<file path="src/source/sched_cpu_pkg.sv">
package sched_cpu_pkg;

    //////////////////////////////////////////////////
    // widths
    //////////////////////////////////////////////////

    // axi4-lite side
    localparam int axi_addr_width = 22;
    localparam int axi_data_width = 32;

    // scheduler side
    localparam int port_num     = 5;
    localparam int port_width   = 3;
    localparam int index_width  = 12;
    localparam int offset_width = 4;

    // one sume entry spans four bus words
    localparam int sume_word_count = 4;
    localparam int sume_cnt_width  = $clog2(sume_word_count);
    localparam int sume_width      = 128;
    localparam int pifo_width      = 32;

    // axi response codes in use
    localparam logic [1:0] resp_okay   = 2'd0;
    localparam logic [1:0] resp_decerr = 2'd3;

    //////////////////////////////////////////////////
    // types
    //////////////////////////////////////////////////

    typedef enum logic [1:0]
    {
        pkt_buffer    = 2'd0,
        sume_buffer   = 2'd1,
        pifo_buffer   = 2'd2,
        pifo_calendar = 2'd3
    } buf_kind_e;

    // register address as seen on araddr / awaddr
    typedef struct packed
    {
        logic                    is_state;
        logic [port_width-1:0]   port;
        buf_kind_e               kind;
        logic [index_width-1:0]  index;
        logic [offset_width-1:0] offset;
    } cpu_addr_t;

    typedef struct packed
    {
        buf_kind_e              kind;
        logic [port_num-1:0]    port_valid;
        logic [index_width-1:0] index;
    } buf_rd_req_t;

    // pifo values sit in the low word
    typedef struct packed
    {
        logic                  valid;
        logic [sume_width-1:0] value;
    } buf_rd_resp_t;

    typedef struct packed
    {
        buf_kind_e              kind;
        logic [port_num-1:0]    port_valid;
        logic [index_width-1:0] index;
        logic [sume_width-1:0]  value;
    } buf_wr_req_t;

    //////////////////////////////////////////////////
    // decode helpers
    //////////////////////////////////////////////////

    // existing port and a buffer kind that is still served
    function automatic logic port_kind_ok(input cpu_addr_t addr);
        return (addr.port < port_num) && (addr.kind != pkt_buffer);
    endfunction

    function automatic logic [port_num-1:0] port_onehot(input logic [port_width-1:0] port);
        return port_num'(1) << port;
    endfunction

endpackage
</file>
<file path="src/source/cpu_axi_bridge.sv">
`timescale 1ns/1ns

module cpu_axi_bridge
(
    input  logic                                     S_AXI_ACLK,
    input  logic                                     S_AXI_ARESETN,

    // aw channel
    input  logic                                     s_axi_awvalid,
    output logic                                     s_axi_awready,
    input  logic [sched_cpu_pkg::axi_addr_width-1:0] s_axi_awaddr,
    input  logic [2:0]                               s_axi_awprot,

    // w channel
    input  logic                                     s_axi_wvalid,
    output logic                                     s_axi_wready,
    input  logic [sched_cpu_pkg::axi_data_width-1:0] s_axi_wdata,
    input  logic [sched_cpu_pkg::axi_data_width/8-1:0] s_axi_wstrb,

    // b channel
    output logic                                     s_axi_bvalid,
    input  logic                                     s_axi_bready,
    output logic [1:0]                               s_axi_bresp,

    // ar channel
    input  logic                                     s_axi_arvalid,
    output logic                                     s_axi_arready,
    input  logic [sched_cpu_pkg::axi_addr_width-1:0] s_axi_araddr,
    input  logic [2:0]                               s_axi_arprot,

    // r channel
    output logic                                     s_axi_rvalid,
    input  logic                                     s_axi_rready,
    output logic [sched_cpu_pkg::axi_data_width-1:0] s_axi_rdata,
    output logic [1:0]                               s_axi_rresp,

    // scheduler buffers
    output sched_cpu_pkg::buf_rd_req_t               buf_rd_req,
    input  sched_cpu_pkg::buf_rd_resp_t              buf_rd_resp,
    output sched_cpu_pkg::buf_wr_req_t               buf_wr_req,
    input  logic                                     buf_wr_ack
);

    import sched_cpu_pkg::*;

    // byte strobes and protection bits carry no meaning for these registers

    cpu_read_path i_read_path
    (
        .S_AXI_ACLK    (S_AXI_ACLK),
        .S_AXI_ARESETN (S_AXI_ARESETN),
        .arvalid       (s_axi_arvalid),
        .arready       (s_axi_arready),
        .araddr        (cpu_addr_t'(s_axi_araddr)),
        .rvalid        (s_axi_rvalid),
        .rready        (s_axi_rready),
        .rdata         (s_axi_rdata),
        .rresp         (s_axi_rresp),
        .rd_req        (buf_rd_req),
        .rd_resp       (buf_rd_resp)
    );

    cpu_write_path i_write_path
    (
        .S_AXI_ACLK    (S_AXI_ACLK),
        .S_AXI_ARESETN (S_AXI_ARESETN),
        .awvalid       (s_axi_awvalid),
        .awready       (s_axi_awready),
        .awaddr        (cpu_addr_t'(s_axi_awaddr)),
        .wvalid        (s_axi_wvalid),
        .wready        (s_axi_wready),
        .wdata         (s_axi_wdata),
        .bvalid        (s_axi_bvalid),
        .bready        (s_axi_bready),
        .bresp         (s_axi_bresp),
        .wr_req        (buf_wr_req),
        .wr_ack        (buf_wr_ack)
    );

endmodule

</file>
<file path="src/source/cpu_read_path.sv">
`timescale 1ns/1ns

module cpu_read_path
(
    input  logic                                     S_AXI_ACLK,
    input  logic                                     S_AXI_ARESETN,
    // ar channel
    input  logic                                     arvalid,
    output logic                                     arready,
    input  sched_cpu_pkg::cpu_addr_t                 araddr,
    // r channel
    output logic                                     rvalid,
    input  logic                                     rready,
    output logic [sched_cpu_pkg::axi_data_width-1:0] rdata,
    output logic [1:0]                               rresp,
    // buffer side
    output sched_cpu_pkg::buf_rd_req_t               rd_req,
    input  sched_cpu_pkg::buf_rd_resp_t              rd_resp
);

    import sched_cpu_pkg::*;

    typedef enum logic [1:0]
    {
        rd_idle,
        rd_await_resp,
        rd_respond
    } rd_state_e;

    rd_state_e                 state_q;
    cpu_addr_t                 addr_q;
    logic [port_num-1:0]       req_valid_q;
    logic                      ar_accept;
    logic                      ar_ok;
    logic [axi_data_width-1:0] resp_word;

    // one read in flight at a time
    assign arready   = (state_q == rd_idle);
    assign ar_accept = arvalid && arready;

    // sume offsets past the last word are rejected
    assign ar_ok = port_kind_ok(araddr) &&
                   !((araddr.kind == sume_buffer) && (araddr.offset >= sume_word_count));

    // kind and index come from the latched address
    assign rd_req = '{kind: addr_q.kind, port_valid: req_valid_q, index: addr_q.index};

    //////////////////////////////////////////////////
    // word select
    //////////////////////////////////////////////////

    always_comb
    begin
        if (addr_q.kind == sume_buffer)
        begin
            // word 0 is the least significant
            resp_word = rd_resp.value[addr_q.offset[sume_cnt_width-1:0]*axi_data_width +:
                                      axi_data_width];
        end
        else
        begin
            resp_word = rd_resp.value[pifo_width-1:0];
        end
    end

    //////////////////////////////////////////////////
    // control
    //////////////////////////////////////////////////

    always_ff @(posedge S_AXI_ACLK)
    begin
        if (!S_AXI_ARESETN)
        begin
            state_q     <= rd_idle;
            req_valid_q <= '0;
            rvalid      <= 1'b0;
        end
        else
        begin
            // request is a single-cycle pulse
            req_valid_q <= '0;
            case (state_q)
                rd_idle:
                    if (ar_accept)
                    begin
                        if (ar_ok)
                        begin
                            req_valid_q <= port_onehot(araddr.port);
                            state_q     <= rd_await_resp;
                        end
                        else
                        begin
                            rvalid  <= 1'b1;
                            state_q <= rd_respond;
                        end
                    end
                rd_await_resp:
                    if (rd_resp.valid)
                    begin
                        rvalid  <= 1'b1;
                        state_q <= rd_respond;
                    end
                rd_respond:
                    if (rready)
                    begin
                        rvalid  <= 1'b0;
                        state_q <= rd_idle;
                    end
                default:
                    state_q <= rd_idle;
            endcase
        end
    end

    // address and r payload
    always_ff @(posedge S_AXI_ACLK)
    begin
        if (ar_accept)
        begin
            addr_q <= araddr;
            if (!ar_ok)
            begin
                rdata <= '0;
                rresp <= resp_decerr;
            end
        end
        else if ((state_q == rd_await_resp) && rd_resp.valid)
        begin
            rdata <= resp_word;
            rresp <= resp_okay;
        end
    end

    // buffer request pulses for one cycle on a single port
    assert property (@(posedge S_AXI_ACLK) disable iff (!S_AXI_ARESETN)
        (rd_req.port_valid != '0) |->
            $onehot(rd_req.port_valid) && ($past(rd_req.port_valid) == '0));

    // r beat held until the master takes it
    assert property (@(posedge S_AXI_ACLK) disable iff (!S_AXI_ARESETN)
        (rvalid && !rready) |=> (rvalid && $stable(rdata) && $stable(rresp)));

endmodule

</file>
<file path="src/source/cpu_write_path.sv">
`timescale 1ns/1ns

module cpu_write_path
(
    input  logic                                     S_AXI_ACLK,
    input  logic                                     S_AXI_ARESETN,
    // aw channel
    input  logic                                     awvalid,
    output logic                                     awready,
    input  sched_cpu_pkg::cpu_addr_t                 awaddr,
    // w channel
    input  logic                                     wvalid,
    output logic                                     wready,
    input  logic [sched_cpu_pkg::axi_data_width-1:0] wdata,
    // b channel
    output logic                                     bvalid,
    input  logic                                     bready,
    output logic [1:0]                               bresp,
    // buffer side
    output sched_cpu_pkg::buf_wr_req_t               wr_req,
    input  logic                                     wr_ack
);

    import sched_cpu_pkg::*;

    typedef enum logic [1:0]
    {
        wr_idle,
        wr_collect,
        wr_await_ack,
        wr_respond
    } wr_state_e;

    wr_state_e                 state_q;
    logic [sume_cnt_width-1:0] sume_cnt_q;
    logic [sume_width-1:0]     assembly_q;
    logic [sume_width-1:0]     sume_next;

    // request registers
    logic [port_num-1:0]       wr_valid_q;
    buf_kind_e                 wr_kind_q;
    logic [index_width-1:0]    wr_index_q;
    logic [sume_width-1:0]     wr_value_q;

    logic                      accept_ok;
    logic                      beat_accept;
    logic                      beat_bad;
    logic                      is_sume;
    logic                      last_beat;

    // request seen on the buffer port and not yet acknowledged
    logic                      ack_pending_q;

    //////////////////////////////////////////////////
    // beat decode
    //////////////////////////////////////////////////

    // aw and w are taken together, never one alone
    assign accept_ok   = (state_q == wr_idle) || (state_q == wr_collect);
    assign awready     = accept_ok;
    assign wready      = accept_ok;
    assign beat_accept = awvalid && wvalid && accept_ok;

    assign is_sume   = (awaddr.kind == sume_buffer);
    assign last_beat = is_sume && (sume_cnt_q == sume_cnt_width'(sume_word_count - 1));

    // only sume beats may continue a started entry
    assign beat_bad = !port_kind_ok(awaddr) || ((state_q == wr_collect) && !is_sume);

    // first beat ends up in the top word
    assign sume_next = {assembly_q[sume_width-axi_data_width-1:0], wdata};

    assign wr_req = '{kind:       wr_kind_q,
                      port_valid: wr_valid_q,
                      index:      wr_index_q,
                      value:      wr_value_q};

    //////////////////////////////////////////////////
    // control
    //////////////////////////////////////////////////

    always_ff @(posedge S_AXI_ACLK)
    begin
        if (!S_AXI_ARESETN)
        begin
            state_q    <= wr_idle;
            sume_cnt_q <= '0;
            wr_valid_q <= '0;
            bvalid     <= 1'b0;
        end
        else
        begin
            wr_valid_q <= '0;
            case (state_q)
                wr_idle, wr_collect:
                    if (beat_accept)
                    begin
                        if (beat_bad)
                        begin
                            // drop any partial sume entry
                            sume_cnt_q <= '0;
                            bvalid     <= 1'b1;
                            state_q    <= wr_respond;
                        end
                        else if (!is_sume || last_beat)
                        begin
                            wr_valid_q <= port_onehot(awaddr.port);
                            sume_cnt_q <= '0;
                            state_q    <= wr_await_ack;
                        end
                        else
                        begin
                            // intermediate sume word, answer at once
                            sume_cnt_q <= sume_cnt_q + 1'b1;
                            bvalid     <= 1'b1;
                            state_q    <= wr_respond;
                        end
                    end
                wr_await_ack:
                    if (wr_ack)
                    begin
                        bvalid  <= 1'b1;
                        state_q <= wr_respond;
                    end
                wr_respond:
                    if (bready)
                    begin
                        bvalid <= 1'b0;
                        if (sume_cnt_q != '0)
                            state_q <= wr_collect;
                        else
                            state_q <= wr_idle;
                    end
                default:
                    state_q <= wr_idle;
            endcase
        end
    end

    // assembly, request payload and b response code
    always_ff @(posedge S_AXI_ACLK)
    begin
        if (beat_accept)
        begin
            wr_kind_q  <= awaddr.kind;
            wr_index_q <= awaddr.index;
            if (is_sume)
            begin
                assembly_q <= sume_next;
                wr_value_q <= sume_next;
            end
            else
            begin
                wr_value_q <= {{(sume_width-pifo_width){1'b0}}, wdata[pifo_width-1:0]};
            end
            bresp <= beat_bad ? resp_decerr : resp_okay;
        end
    end

    // tracks the buffer handshake as seen on the ports
    always_ff @(posedge S_AXI_ACLK)
    begin
        if (!S_AXI_ARESETN)
            ack_pending_q <= 1'b0;
        else if (wr_req.port_valid != '0)
            ack_pending_q <= 1'b1;
        else if (wr_ack)
            ack_pending_q <= 1'b0;
    end

    // buffer request pulses for one cycle on a single port
    assert property (@(posedge S_AXI_ACLK) disable iff (!S_AXI_ARESETN)
        (wr_req.port_valid != '0) |->
            $onehot(wr_req.port_valid) && ($past(wr_req.port_valid) == '0));

    // no second write goes out before the buffer acknowledges the first
    assert property (@(posedge S_AXI_ACLK) disable iff (!S_AXI_ARESETN)
        (wr_req.port_valid != '0) |-> !ack_pending_q);

endmodule

</file>
<file path="config.mk">
export PLATFORM = sky130hd
export DESIGN_NAME = cpu_axi_bridge
export DESIGN_NICKNAME = d
export VERILOG_FILES = /design/src/source/sched_cpu_pkg.sv /design/src/source/cpu_axi_bridge.sv /design/src/source/cpu_read_path.sv /design/src/source/cpu_write_path.sv
export SDC_FILE = /design/constraint.sdc
export NUM_CORES = 1
export LEC_CHECK = 0
export BUFFER_PORTS_ARGS = -buffer_cell sky130_fd_sc_hd__buf_2
export CAP_MARGIN = 25
export CORE_UTILIZATION = 25
export CTS_CLUSTER_DIAMETER = 120
export CTS_CLUSTER_SIZE = 10
export DETAILED_ROUTE_END_ITERATION = 6
export GPL_ROUTABILITY_DRIVEN = 0
export PLACE_DENSITY = 0.59
export SYNTH_ARGS = -nofsm -noshare
export SYNTH_HDL_FRONTEND = slang
export SYNTH_SLANG_ARGS = --single-unit
</file>
<file path="constraint.sdc">
create_clock -name S_AXI_ACLK -period 3.37 [get_ports S_AXI_ACLK]
set_input_delay 0.1685 -clock S_AXI_ACLK [delete_from_list [all_inputs] [get_ports S_AXI_ACLK]]
set_output_delay 0.1685 -clock S_AXI_ACLK [all_outputs]
set_load 0.01 [all_outputs]
</file>
==> results of run 1 <==
==> worst min-delay path, stage by stage <==
cell and delay (ns):
buf_2 0.13, nand2_1 0.14, nor4_1 0.09
==> repair_timing <==
item                                    CTS  global route
hold buffers                            109             0
endpoints found under the hold margin   134             0
endpoints found under the setup margin    0             0
==> logic make-up (layout without fill, tap and decap cells) <==
group / after synthesis / in the layout
other: 0 / 2
DFF: 306 / 306
AOI/OAI and AO/OA: 120 / 120
buffers and inverters: 60 / 588
adders and majority gates: 2 / 2
and+or+nand+nor: 170 / 170
muxes: 34 / 34
==> cells in the final DEF (no fill, tap or decap), drive strengths merged, types with 3 or more instances in the layout <==
cell type | Yosys | final
a21oi | 36 | 36
and2 | 97 | 97
buf | 26 | 424
clkbuf | 24 | 41
clkinv | 1 | 4
dfxtp | 18 | 18
dlygate4sd3 | 0 | 109
edfxtp | 288 | 288
inv | 9 | 9
mux2i | 33 | 33
nand2 | 38 | 38
nand2b | 4 | 4
nand3 | 4 | 4
nor2 | 4 | 4
nor3 | 8 | 8
o21ai | 71 | 71
o31ai | 3 | 3
==> layout make-up <==
cell class	count	area share [%]
clock inverter	4	0.661
timing repair buffer	533	20.3
multi-input combinational	326	12.5
antenna	2	0.0311
inverter	10	0.233
tap	592	4.60
sequential	306	56.0
clock buffer	41	5.71
==> metal layers <==
metal  vias up  GRT usage, %  wire, um
met5         -             0        27
met4         4          4.45       811
met3        52          3.64      1910
met2       272          20.0     14000
met1      3650          15.1     12200
li1       3575             -         -
==> synthesized netlist by cell type (2+ instances only) <==
cell type  instances
nand3_1            4
nor3_1             8
and2_1            96
nor2_1             3
nand2b_1           4
nor2b_1            2
o21ai_0           69
clkbuf_1          24
ha_1               2
mux2i_1           33
o31ai_1            3
nor3b_1            2
inv_1              9
dfxtp_1           18
nor4_1             2
buf_1              3
edfxtp_1         288
nand4_1            2
a21oi_1           36
nand2_1           37
buf_4             18
o211ai_1           2
buf_2              4
or4_4              2
nand3b_1           2
==> flip-flops by register name, summed over array words and instances, names as in the netlist <==
name / flops
i_write_path.wr_index_q: 12
i_write_path.assembly_q: 96
i_write_path.wr_kind_q: 2
i_read_path.req_valid_q: 5
i_write_path.wr_value_q: 128
i_write_path.bvalid: 1
i_read_path.state_q: 2
i_read_path.addr_q: 2
i_write_path.bresp: 1
i_write_path.state_q: 2
i_write_path.sume_cnt_q: 2
i_read_path.rd_req: 14
i_read_path.rvalid: 1
i_read_path.rresp: 1
i_read_path.rdata: 32
i_write_path.wr_valid_q: 5
==> worst paths after layout <==
kind	startpoint	end	cells after the start
worst max-delay path	i_read_path.addr_q[1]	i_read_path.rdata[13]	4
worst min-delay path	s_axi_arvalid	i_read_path.req_valid_q[4]	3
worst max register to register	i_read_path.addr_q[1]	i_read_path.rdata[13]	4
worst min register to register	i_write_path.assembly_q[61]	i_write_path.assembly_q[93]	0
==> power breakdown <==
part           total [mW]  internal (mW)  switching, mW
combinational       0.796          0.360          0.436
sequential           4.39           4.34         0.0479
clock                3.50           2.02           1.49
total                8.69           6.72           1.97
==> through the flow <==
stage | hold slack, ns | total power [mW] | area [um^2]
after floorplan | 0.245 | 4.81 | 11300
after global placement | 0.346 | 5.15 | 14000
after detailed placement | 0.347 | 5.16 | 14000
after CTS | 0.00331 | 8.83 | 16100
after global routing | 0.0154 | 9.03 | 16100
final | 0.0370 | 8.69 | 16100
==> results.py, run 1 <==
metrics = {
    "status": {
        "status": "finished clean",
    },
    "finish": {
        "num-fill-cells": 4250,
        "post_route_cells_drive_above_1_share_pct": 39.1,
        "multi_input_area_mm2": 0.00201,
        "utilization_pct": 36.2,
        "final_nets": 1438,
        "regArea_mm2": 0.00901,
        "stdcell_count": 1814,
        "area_delta_synth_final_pct": 42.3,
    },
    "critical_path": {
        "path_buf_inv": 1,
        "critPathKind": "reg -> reg",
        "worstPathRequired_ns": 3.78,
        "critical_path.startpoint_type": "flop",
        "slowest_delay_ns": 0.83,
        "crit_chain": "o21a_1 > o21ai_0 > a21oi_1 > dlygate4sd3_1",
        "cp_top_family": "compound AO/OA/AOI/OAI gates",
        "r2r_setup_slack_ns": 0.82,
        "crit_path_end_kind": "flop",
        "critPathMaxFanout": 32,
        "arrival_ns": 2.96,
        "cp_slowest_cell": "o21a_1",
    },
    "drt": {
        "drtPass1Iterations": 6,
        "via_per_inst": 4.16,
        "drt_iter0_markers": 488,
        "dr_total_vias": 7553,
        "route.detailed.drc": 0,
        "drtAntennaViolNets": 0,
        "avgRoutedWirePerCell_um": 16.0,
        "wirelength_um": 29000,
    },
    "grt": {
        "globalRouteOverflowTotal": 0,
        "grt_pass1_wl_um": 43100,
        "antenna_found_initial": 4,
        "grt_start_max_net_pins": 145,
        "grt_usage_pct": 12.2,
        "grt_pass1_vias": 7436,
    },
    "logic_synthesis": {
        "syn-cell-area_mm2": 0.0113,
        "synth_area_leaders": "edfxtp_1, and2_1, dfxtp_1, o21ai_0, mux2i_1",
        "yosys.area.top_type": "edfxtp_1",
        "synth_top_area_share_pct": 76.5,
        "synth_flop_cell": "edfxtp_1",
        "synth_warnings": 0,
        "synth_top_family_by_area": "simple AND/OR/NAND/NOR gates",
        "muxShareOfSynthArea_pct": 3.02,
        "yosys.area_share.simple_pct": 8.64,
        "syn_avg_cell_area_um2": 16.3,
        "synth_edf_count": 288,
        "synth_xor_area_share_pct": 0,
        "synth_cells": 692,
        "ys_seq_area_share_pct": 79.7,
        "synthArstFlopShare_pct": 0,
        "synthDistinctLibCells": 44,
        "synth_fa_ha_area_share_pct": 0.221,
        "synth_compound_area_share_pct": 5.76,
        "ys_seq_elements": 306,
        "synthesis.nets": 917,
    },
    "place": {
        "hpwl_um": 19900,
        "dp_cells": 1658,
        "io_buffers": 413,
        "preCtsSetupSlack_ns": 1.27,
    },
    "min_path": {
        "hold_class": "in -> reg",
    },
    "cts": {
        "clkTransAtPathRegs_ns": 0.06,
        "cts-root-buf": "clkbuf_16",
        "post_cts_resized": 0,
        "cts_max_path_buffers": 3,
        "cts_tree": "built",
        "clock_latency_ns": 0.55,
        "cts_setup_buffers": 0,
        "h-tree-depth": 2,
        "clock-sinks": 306,
        "cts_made_buffers": 36,
    },
    "sta": {
        "fin_skew_ns": 0.0205,
        "max_slew_margin_pct": 33.7,
        "tns_ns": 0,
        "min_period_ns": 2.55,
        "setup_viol": 0,
        "post-route-period-util_pct": 75.7,
        "layout_setup_ws_ns": 0.819,
        "fmax_mhz": 392,
        "rsz0062_at_grt": "false",
        "tightestPinTransition_ns": 0.994,
        "hold_viol": 0,
        "drv_slew": 0,
    },
    "die": {
        "die_x_um": 215,
        "initial_utilization_pct": 25.5,
        "rows": 77,
        "core_mm2": 0.0444,
        "die_y_um": 215,
        "io-pin-count": 430,
        "dieArea_mm2": 0.0461,
    },
    "power_and_ir_drop": {
        "p_leak_nw": 6.42,
        "vdd.ir_drop.worst_mv": 0.330,
        "power_per_cell_area_mw_per_mm2": 540,
    },
    "job": {
        "drv_cap": 0,
    },
}
Note: power is estimated with default switching activity, not from simulation.
==> run 2, diff against run 1 <==
PLACE_DENSITY = 0.57   (was 0.59)
clock period = 2.5 ns   (was 3.37 ns; I/O delays follow)
==> run 2 against run 1 <==
Compared with the run above: power increased by 36%; critical path type unchanged; core utilization increased by 0.85 points; hold slack improved by 0.0085 ns; cell count increased by 2.3%; count of clock-buffer cells in the layout increased by 12.
==> results.py, run 2 (synthesis gave the netlist of run 1 again) <==
metrics = {
    "status": {
        "status": "finished clean",
    },
    "critical_path": {
        "critPathKind": "reg -> reg",
        "arrival_ns": 2.66,
        "critPathMaxFanout": 33,
        "cp_slowest_cell": "dlygate4sd3_1",
        "critical_path.startpoint_type": "flop",
        "crit_path_end_kind": "flop",
        "crit_chain": "buf_4 > mux2i_1 > nand2_1 > o21ai_0 > a21oi_1 > dlygate4sd3_1",
        "worstPathRequired_ns": 2.79,
        "slowest_delay_ns": 0.58,
        "cp_top_family": "buffers and inverters",
        "path_buf_inv": 2,
    },
    "finish": {
        "final_cell_mix": "buf_2, edfxtp_1, dlygate4sd3_1",
        "utilization_pct": 37.1,
        "n_antenna_cell": 0,
        "largest_register": "i_write_path.wr_value_q",
        "final_nets": 1471,
        "num-fill-cells": 4196,
        "area_delta_synth_final_pct": 45.6,
        "final_area_mm2": 0.0165,
        "post_route_cells_drive_above_1_share_pct": 38.2,
        "reg_top3": "i_write_path.wr_value_q x128, i_write_path.assembly_q x96, i_read_path.rdata x32",
        "layout_commonest_cell": "buf_2",
        "largest_reg_flops": 128,
    },
    "place": {
        "hpwl_um": 20500,
        "io_buffers": 413,
        "preCtsSetupSlack_ns": 0.553,
        "placed_area_mm2": 0.0140,
    },
    "grt": {
        "globalRouteOverflowTotal": 0,
        "grt_usage_pct": 12.7,
        "grt_pass1_vias": 7855,
        "grt_pass1_wl_um": 44900,
        "grt_start_max_net_pins": 127,
        "antenna_found_initial": 2,
    },
    "sta": {
        "tightestPinTransition_ns": 0.843,
        "drv_slew": 0,
        "post-route-period-util_pct": 95.1,
        "tns_ns": 0,
        "rsz0062_at_grt": "false",
        "fin_skew_ns": 0.0351,
        "hold_viol": 0,
        "fmax_mhz": 421,
        "max_slew_margin_pct": 43.8,
        "layout_setup_ws_ns": 0.122,
        "setup_viol": 0,
        "min_period_ns": 2.38,
    },
    "drt": {
        "wirelength_met1_um": 12600,
        "top_layer": "met5",
        "avgRoutedWirePerCell_um": 16.3,
        "dr_total_vias": 7716,
        "drtAntennaViolNets": 0,
        "via_per_inst": 4.16,
        "drt_iter0_markers": 483,
        "dr_wl_met3_um": 1840,
        "drtPass1Iterations": 5,
        "route.detailed.drc": 0,
        "wirelength_um": 30300,
        "route.met2.wl_um": 15000,
    },
    "cts": {
        "clock_latency_ns": 0.54,
        "cts_made_buffers": 36,
        "h-tree-depth": 2,
        "post_cts_resized": 0,
        "cts_max_path_buffers": 3,
        "cts_tree": "built",
        "clkTransAtPathRegs_ns": 0.06,
        "cts-root-buf": "clkbuf_16",
        "clock-sinks": 306,
    },
    "die": {
        "core_mm2": 0.0444,
        "dieArea_mm2": 0.0461,
        "die_x_um": 215,
        "rows": 77,
        "initial_utilization_pct": 25.5,
        "die_y_um": 215,
        "io-pin-count": 430,
    },
    "power_and_ir_drop": {
        "power_frac_seq_pct": 50.0,
        "combPwrFrac_pct": 9.8,
        "clkPwrFrac_pct": 40.2,
        "p_leak_nw": 6.60,
        "internal-power_mw": 9.13,
        "sw_frac_of_total_pct": 22.8,
        "power_per_cell_area_mw_per_mm2": 718,
        "p_switching_mw": 2.70,
        "vdd.ir_drop.worst_mv": 0.429,
    },
    "min_path": {
        "hold_class": "in -> reg",
    },
    "job": {
        "drv_cap": 0,
    },
}
run 2: path summary, 6_finish.rpt:
kind | slack, ns | end | depth (start not counted) | startpoint
max | 0.12 | i_read_path.rdata[28] | 6 | i_read_path.addr_q[1]
min | 0.05 | i_read_path.rdata[1] | 3 | buf_rd_resp[1]
max reg2reg | 0.12 | i_read_path.rdata[28] | 6 | i_read_path.addr_q[1]
min reg2reg | 0.43 | i_write_path.assembly_q[88] | 0 | i_write_path.assembly_q[56]
run 2: worst min-delay path: stages:
cell     delay [ns]
buf_2          0.08
o21ai_0        0.07
a21oi_1        0.17
run 2: per-stage QoR:
step	hold WS, ns	cells	power, mW
after detailed placement	0.303	1662	6.97
after CTS	0.000790	1855	12.0
after global placement	0.302	1661	6.95
final	0.0455	1856	11.8
after floorplan	0.201	692	6.48
after global routing	0.0522	1856	12.3
run 2: power by group through the flow:
stage	logic, mW	registers [mW]	clock network [mW]
3_5_place_dp	0.951	6.02	0
4_1_cts	1.16	5.91	4.93
2_1_floorplan	0.391	6.09	0
3_3_place_gp	0.936	6.01	0
5_1_grt	1.26	5.93	5.10
6_report	1.16	5.91	4.76
run 2: area by class of cell:
| class | count | area, um^2 | share of cell area, % |
|---|---|---|---|
| clock buffer | 53 | 985 | 5.98 |
| clock inverter | 3 | 66.3 | 0.403 |
| inverter | 10 | 37.5 | 0.228 |
| multi-input combinational | 326 | 2010 | 12.2 |
| sequential | 306 | 9010 | 54.7 |
| tap | 592 | 741 | 4.50 |
| timing repair buffer | 566 | 3620 | 22.0 |
run 2: per-layer routing:
layer,up-vias,track usage (%)
li1,3647,-
met1,3707,15.4
met2,303,21.5
met3,55,3.33
met4,4,4.71
met5,-,0
run 2: repair_timing:
action / CTS / global route
setup buffers: 0 / 0
hold buffers: 137 / 0
endpoints found under the hold margin: 142 / 0
endpoints found under the setup margin: 0 / 0
==> run 3, diff against run 2 <==
RECOVER_POWER = 50   (was unset)
SYNTH_HIERARCHICAL = 1   (was unset)
==> run 3 against run 2 <==
Compared with the run above: wire length grew 2.3%; fmax grew 5.5%; design area shrank 3.6%; highest routed layer is now met4; area after synthesis grew 0.62%; power shrank 0.39%; critical path depth shrank 3; clock power shrank 0.8%; count of clock-buffer cells in the layout shrank 5; global-route usage grew 0.12 points; combinational power shrank 3%; non-clock buffer count shrank 28; worst setup slack gained 0.12 ns.
==> results.py, run 3 <==
metrics = {
    "status": {
        "status": "finished clean",
    },
    "sta": {
        "post-route-period-util_pct": 90.1,
        "fmax_mhz": 444,
        "drv_slew": 0,
        "rsz0062_at_grt": "false",
        "setup_viol": 0,
        "fin_skew_ns": 0.0178,
        "hold_viol": 0,
        "tightestPinTransition_ns": 1.20,
        "min_period_ns": 2.25,
        "max_slew_margin_pct": 20.3,
    },
    "power_and_ir_drop": {
        "p_leak_nw": 5.73,
        "power_per_cell_area_mw_per_mm2": 742,
        "vdd.ir_drop.worst_mv": 0.495,
    },
    "place": {
        "dp_cells": 1595,
        "io_buffers": 413,
        "hpwl_um": 20900,
    },
    "die": {
        "dieArea_mm2": 0.0464,
        "die_x_um": 215,
        "io-pin-count": 430,
        "rows": 77,
        "core_mm2": 0.0445,
        "die_y_um": 215,
        "initial_utilization_pct": 25.6,
    },
    "drt": {
        "dr_total_vias": 7359,
        "drtAntennaViolNets": 0,
        "route.detailed.drc": 0,
        "drtPass1Iterations": 7,
        "wirelength_um": 30900,
        "via_per_inst": 4.18,
        "drt_iter0_markers": 463,
        "avgRoutedWirePerCell_um": 17.6,
    },
    "logic_synthesis": {
        "synth_warnings": 6,
        "ys_seq_elements": 306,
        "synth_edf_count": 288,
        "synth_top_area_share_pct": 76.0,
        "synthDistinctLibCells": 52,
        "synth_flop_cell": "edfxtp_1",
        "yosys.area.top_type": "edfxtp_1",
        "synth_cells": 626,
        "synthArstFlopShare_pct": 0,
        "syn-cell-area_mm2": 0.0114,
        "synth_area_leaders": "edfxtp_1, and2_1, dfxtp_1, o221a_2, mux2i_1",
        "syn_avg_cell_area_um2": 18.2,
        "ys_seq_area_share_pct": 79.2,
        "synth.most_common_cell": "edfxtp_1",
        "synthTopCellsByCount": "edfxtp_1, and2_1, mux2i_1, a2bb2oi_1, o221a_2",
        "synthesis.nets": 851,
    },
    "finish": {
        "largest_register": "i_write_path/wr_value_q",
        "reg_top3": "i_write_path/wr_value_q x128, i_write_path/assembly_q x96, i_read_path/rdata x32",
        "regArea_mm2": 0.00901,
        "final_cell_mix": "edfxtp_1, clkbuf_1, buf_2",
        "layout_commonest_cell": "edfxtp_1",
        "num-fill-cells": 4398,
        "stdcell_count": 1759,
        "multi_input_area_mm2": 0.00204,
        "largest_reg_flops": 128,
        "area_delta_synth_final_pct": 39.5,
        "utilization_pct": 35.7,
        "post_route_cells_drive_above_1_share_pct": 23.2,
        "final_nets": 1378,
    },
    "grt": {
        "globalRouteOverflowTotal": 0,
        "grt_start_max_net_pins": 97,
        "grt_pass1_wl_um": 44700,
        "grt_pass1_vias": 7424,
        "antenna_found_initial": 1,
        "grt_usage_pct": 12.8,
    },
    "cts": {
        "cts_max_path_buffers": 3,
        "clock-sinks": 306,
        "h-tree-depth": 2,
        "cts-root-buf": "clkbuf_16",
        "clkTransAtPathRegs_ns": 0.06,
        "cts_made_buffers": 36,
        "clock_latency_ns": 0.54,
        "cts_tree": "built",
    },
    "critical_path": {
        "r2r_setup_slack_ns": 0.25,
        "critPathMaxFanout": 33,
        "critPathKind": "reg -> reg",
        "reg2reg_to": "i_read_path/rdata[23]",
        "arrival_ns": 2.41,
        "critical_path.startpoint_type": "flop",
        "reg2reg_from": "i_read_path/state_q[1]",
        "r2r_cells": 3,
        "crit_path_end_kind": "flop",
        "worstPathRequired_ns": 2.65,
    },
    "min_path": {
        "hold_depth": 4,
        "hold_class": "in -> reg",
        "min-delay-start": "s_axi_wvalid",
        "holdPathEnd": "i_write_path/sume_cnt_q[0]",
    },
    "job": {
        "drv_cap": 0,
    },
}
run 3: critical path, cell delays in order (launching register included):
cell and delay [ns]:
dfxtp_1 0.36, or4b_1 0.54, o22ai_1 0.22, or2_2 0.73
run 3: worst max-delay path by stage:
stage | to | start | slack [ns] | cells after the start
finish | i_read_path/rdata[23] | i_read_path/state_q[1] | 0.25 | 3
global route | i_write_path/assembly_q[44] | i_write_path/state_q[1] | 0.05 | 4
CTS | i_read_path/req_valid_q[1] | i_read_path/state_q[1] | 0.18 | 6
detailed placement | i_read_path/rdata[14] | i_read_path/state_q[1] | 0.32 | 3
global placement | i_read_path/rdata[18] | i_read_path/state_q[1] | 0.38 | 3
floorplan | i_write_path/state_q[0] | i_write_path/state_q[1] | -0.77 | 6
run 3: cell families after synthesis:
family / synth area share (%)
muxes: 2.91
DFF: 79.2
and+or+nand+nor: 7.87
AOI/OAI and AO/OA: 7.04
buffers and inverters: 2.79
adders and majority gates: 0.220
run 3: stage by stage:
step	hold slack, ns	setup slack [ns]	TNS, ns	cell area (um^2)	power [mW]
after floorplan	0.196	-0.770	-84.51	11400	6.58
after global placement	0.302	0.384	0	14100	7.07
after detailed placement	0.303	0.315	0	14100	7.09
after CTS	0.0237	0.175	0	16200	12.1
after global routing	0.0428	0.0459	0	15900	12.3
final	0.0466	0.246	0	15900	11.8
run 3: layout make-up:
class | count | share of cell area [%]
repair buffers | 538 | 19.1
multi-input cells | 263 | 12.8
clock inverters | 3 | 0.299
well taps | 592 | 4.66
diodes | 1 | 0.0158
flip-flops and latches | 306 | 56.7
clock buffers | 48 | 6.09
inverters | 8 | 0.252
run 3: metal layers:
metal  global-route usage, %  vias up  wire [um]
met5                       0        -          0
met4                    4.35        0        729
met3                    3.74       47       2040
met2                    20.4      230      15000
met1                    16.6     3625      13100
li1                        -     3457          -
run 3: report_power, final:
group,internal [mW],switching [mW]
combinational,0.497,0.619
sequential,5.87,0.0879
clock,2.78,1.94
run 3: repair_timing:
action,in CTS,in global routing
hold buffers,112,0
resized for setup,0,1
hold endpoints to repair,144,0
setup endpoints to repair,0,1
buffers inserted,0,0
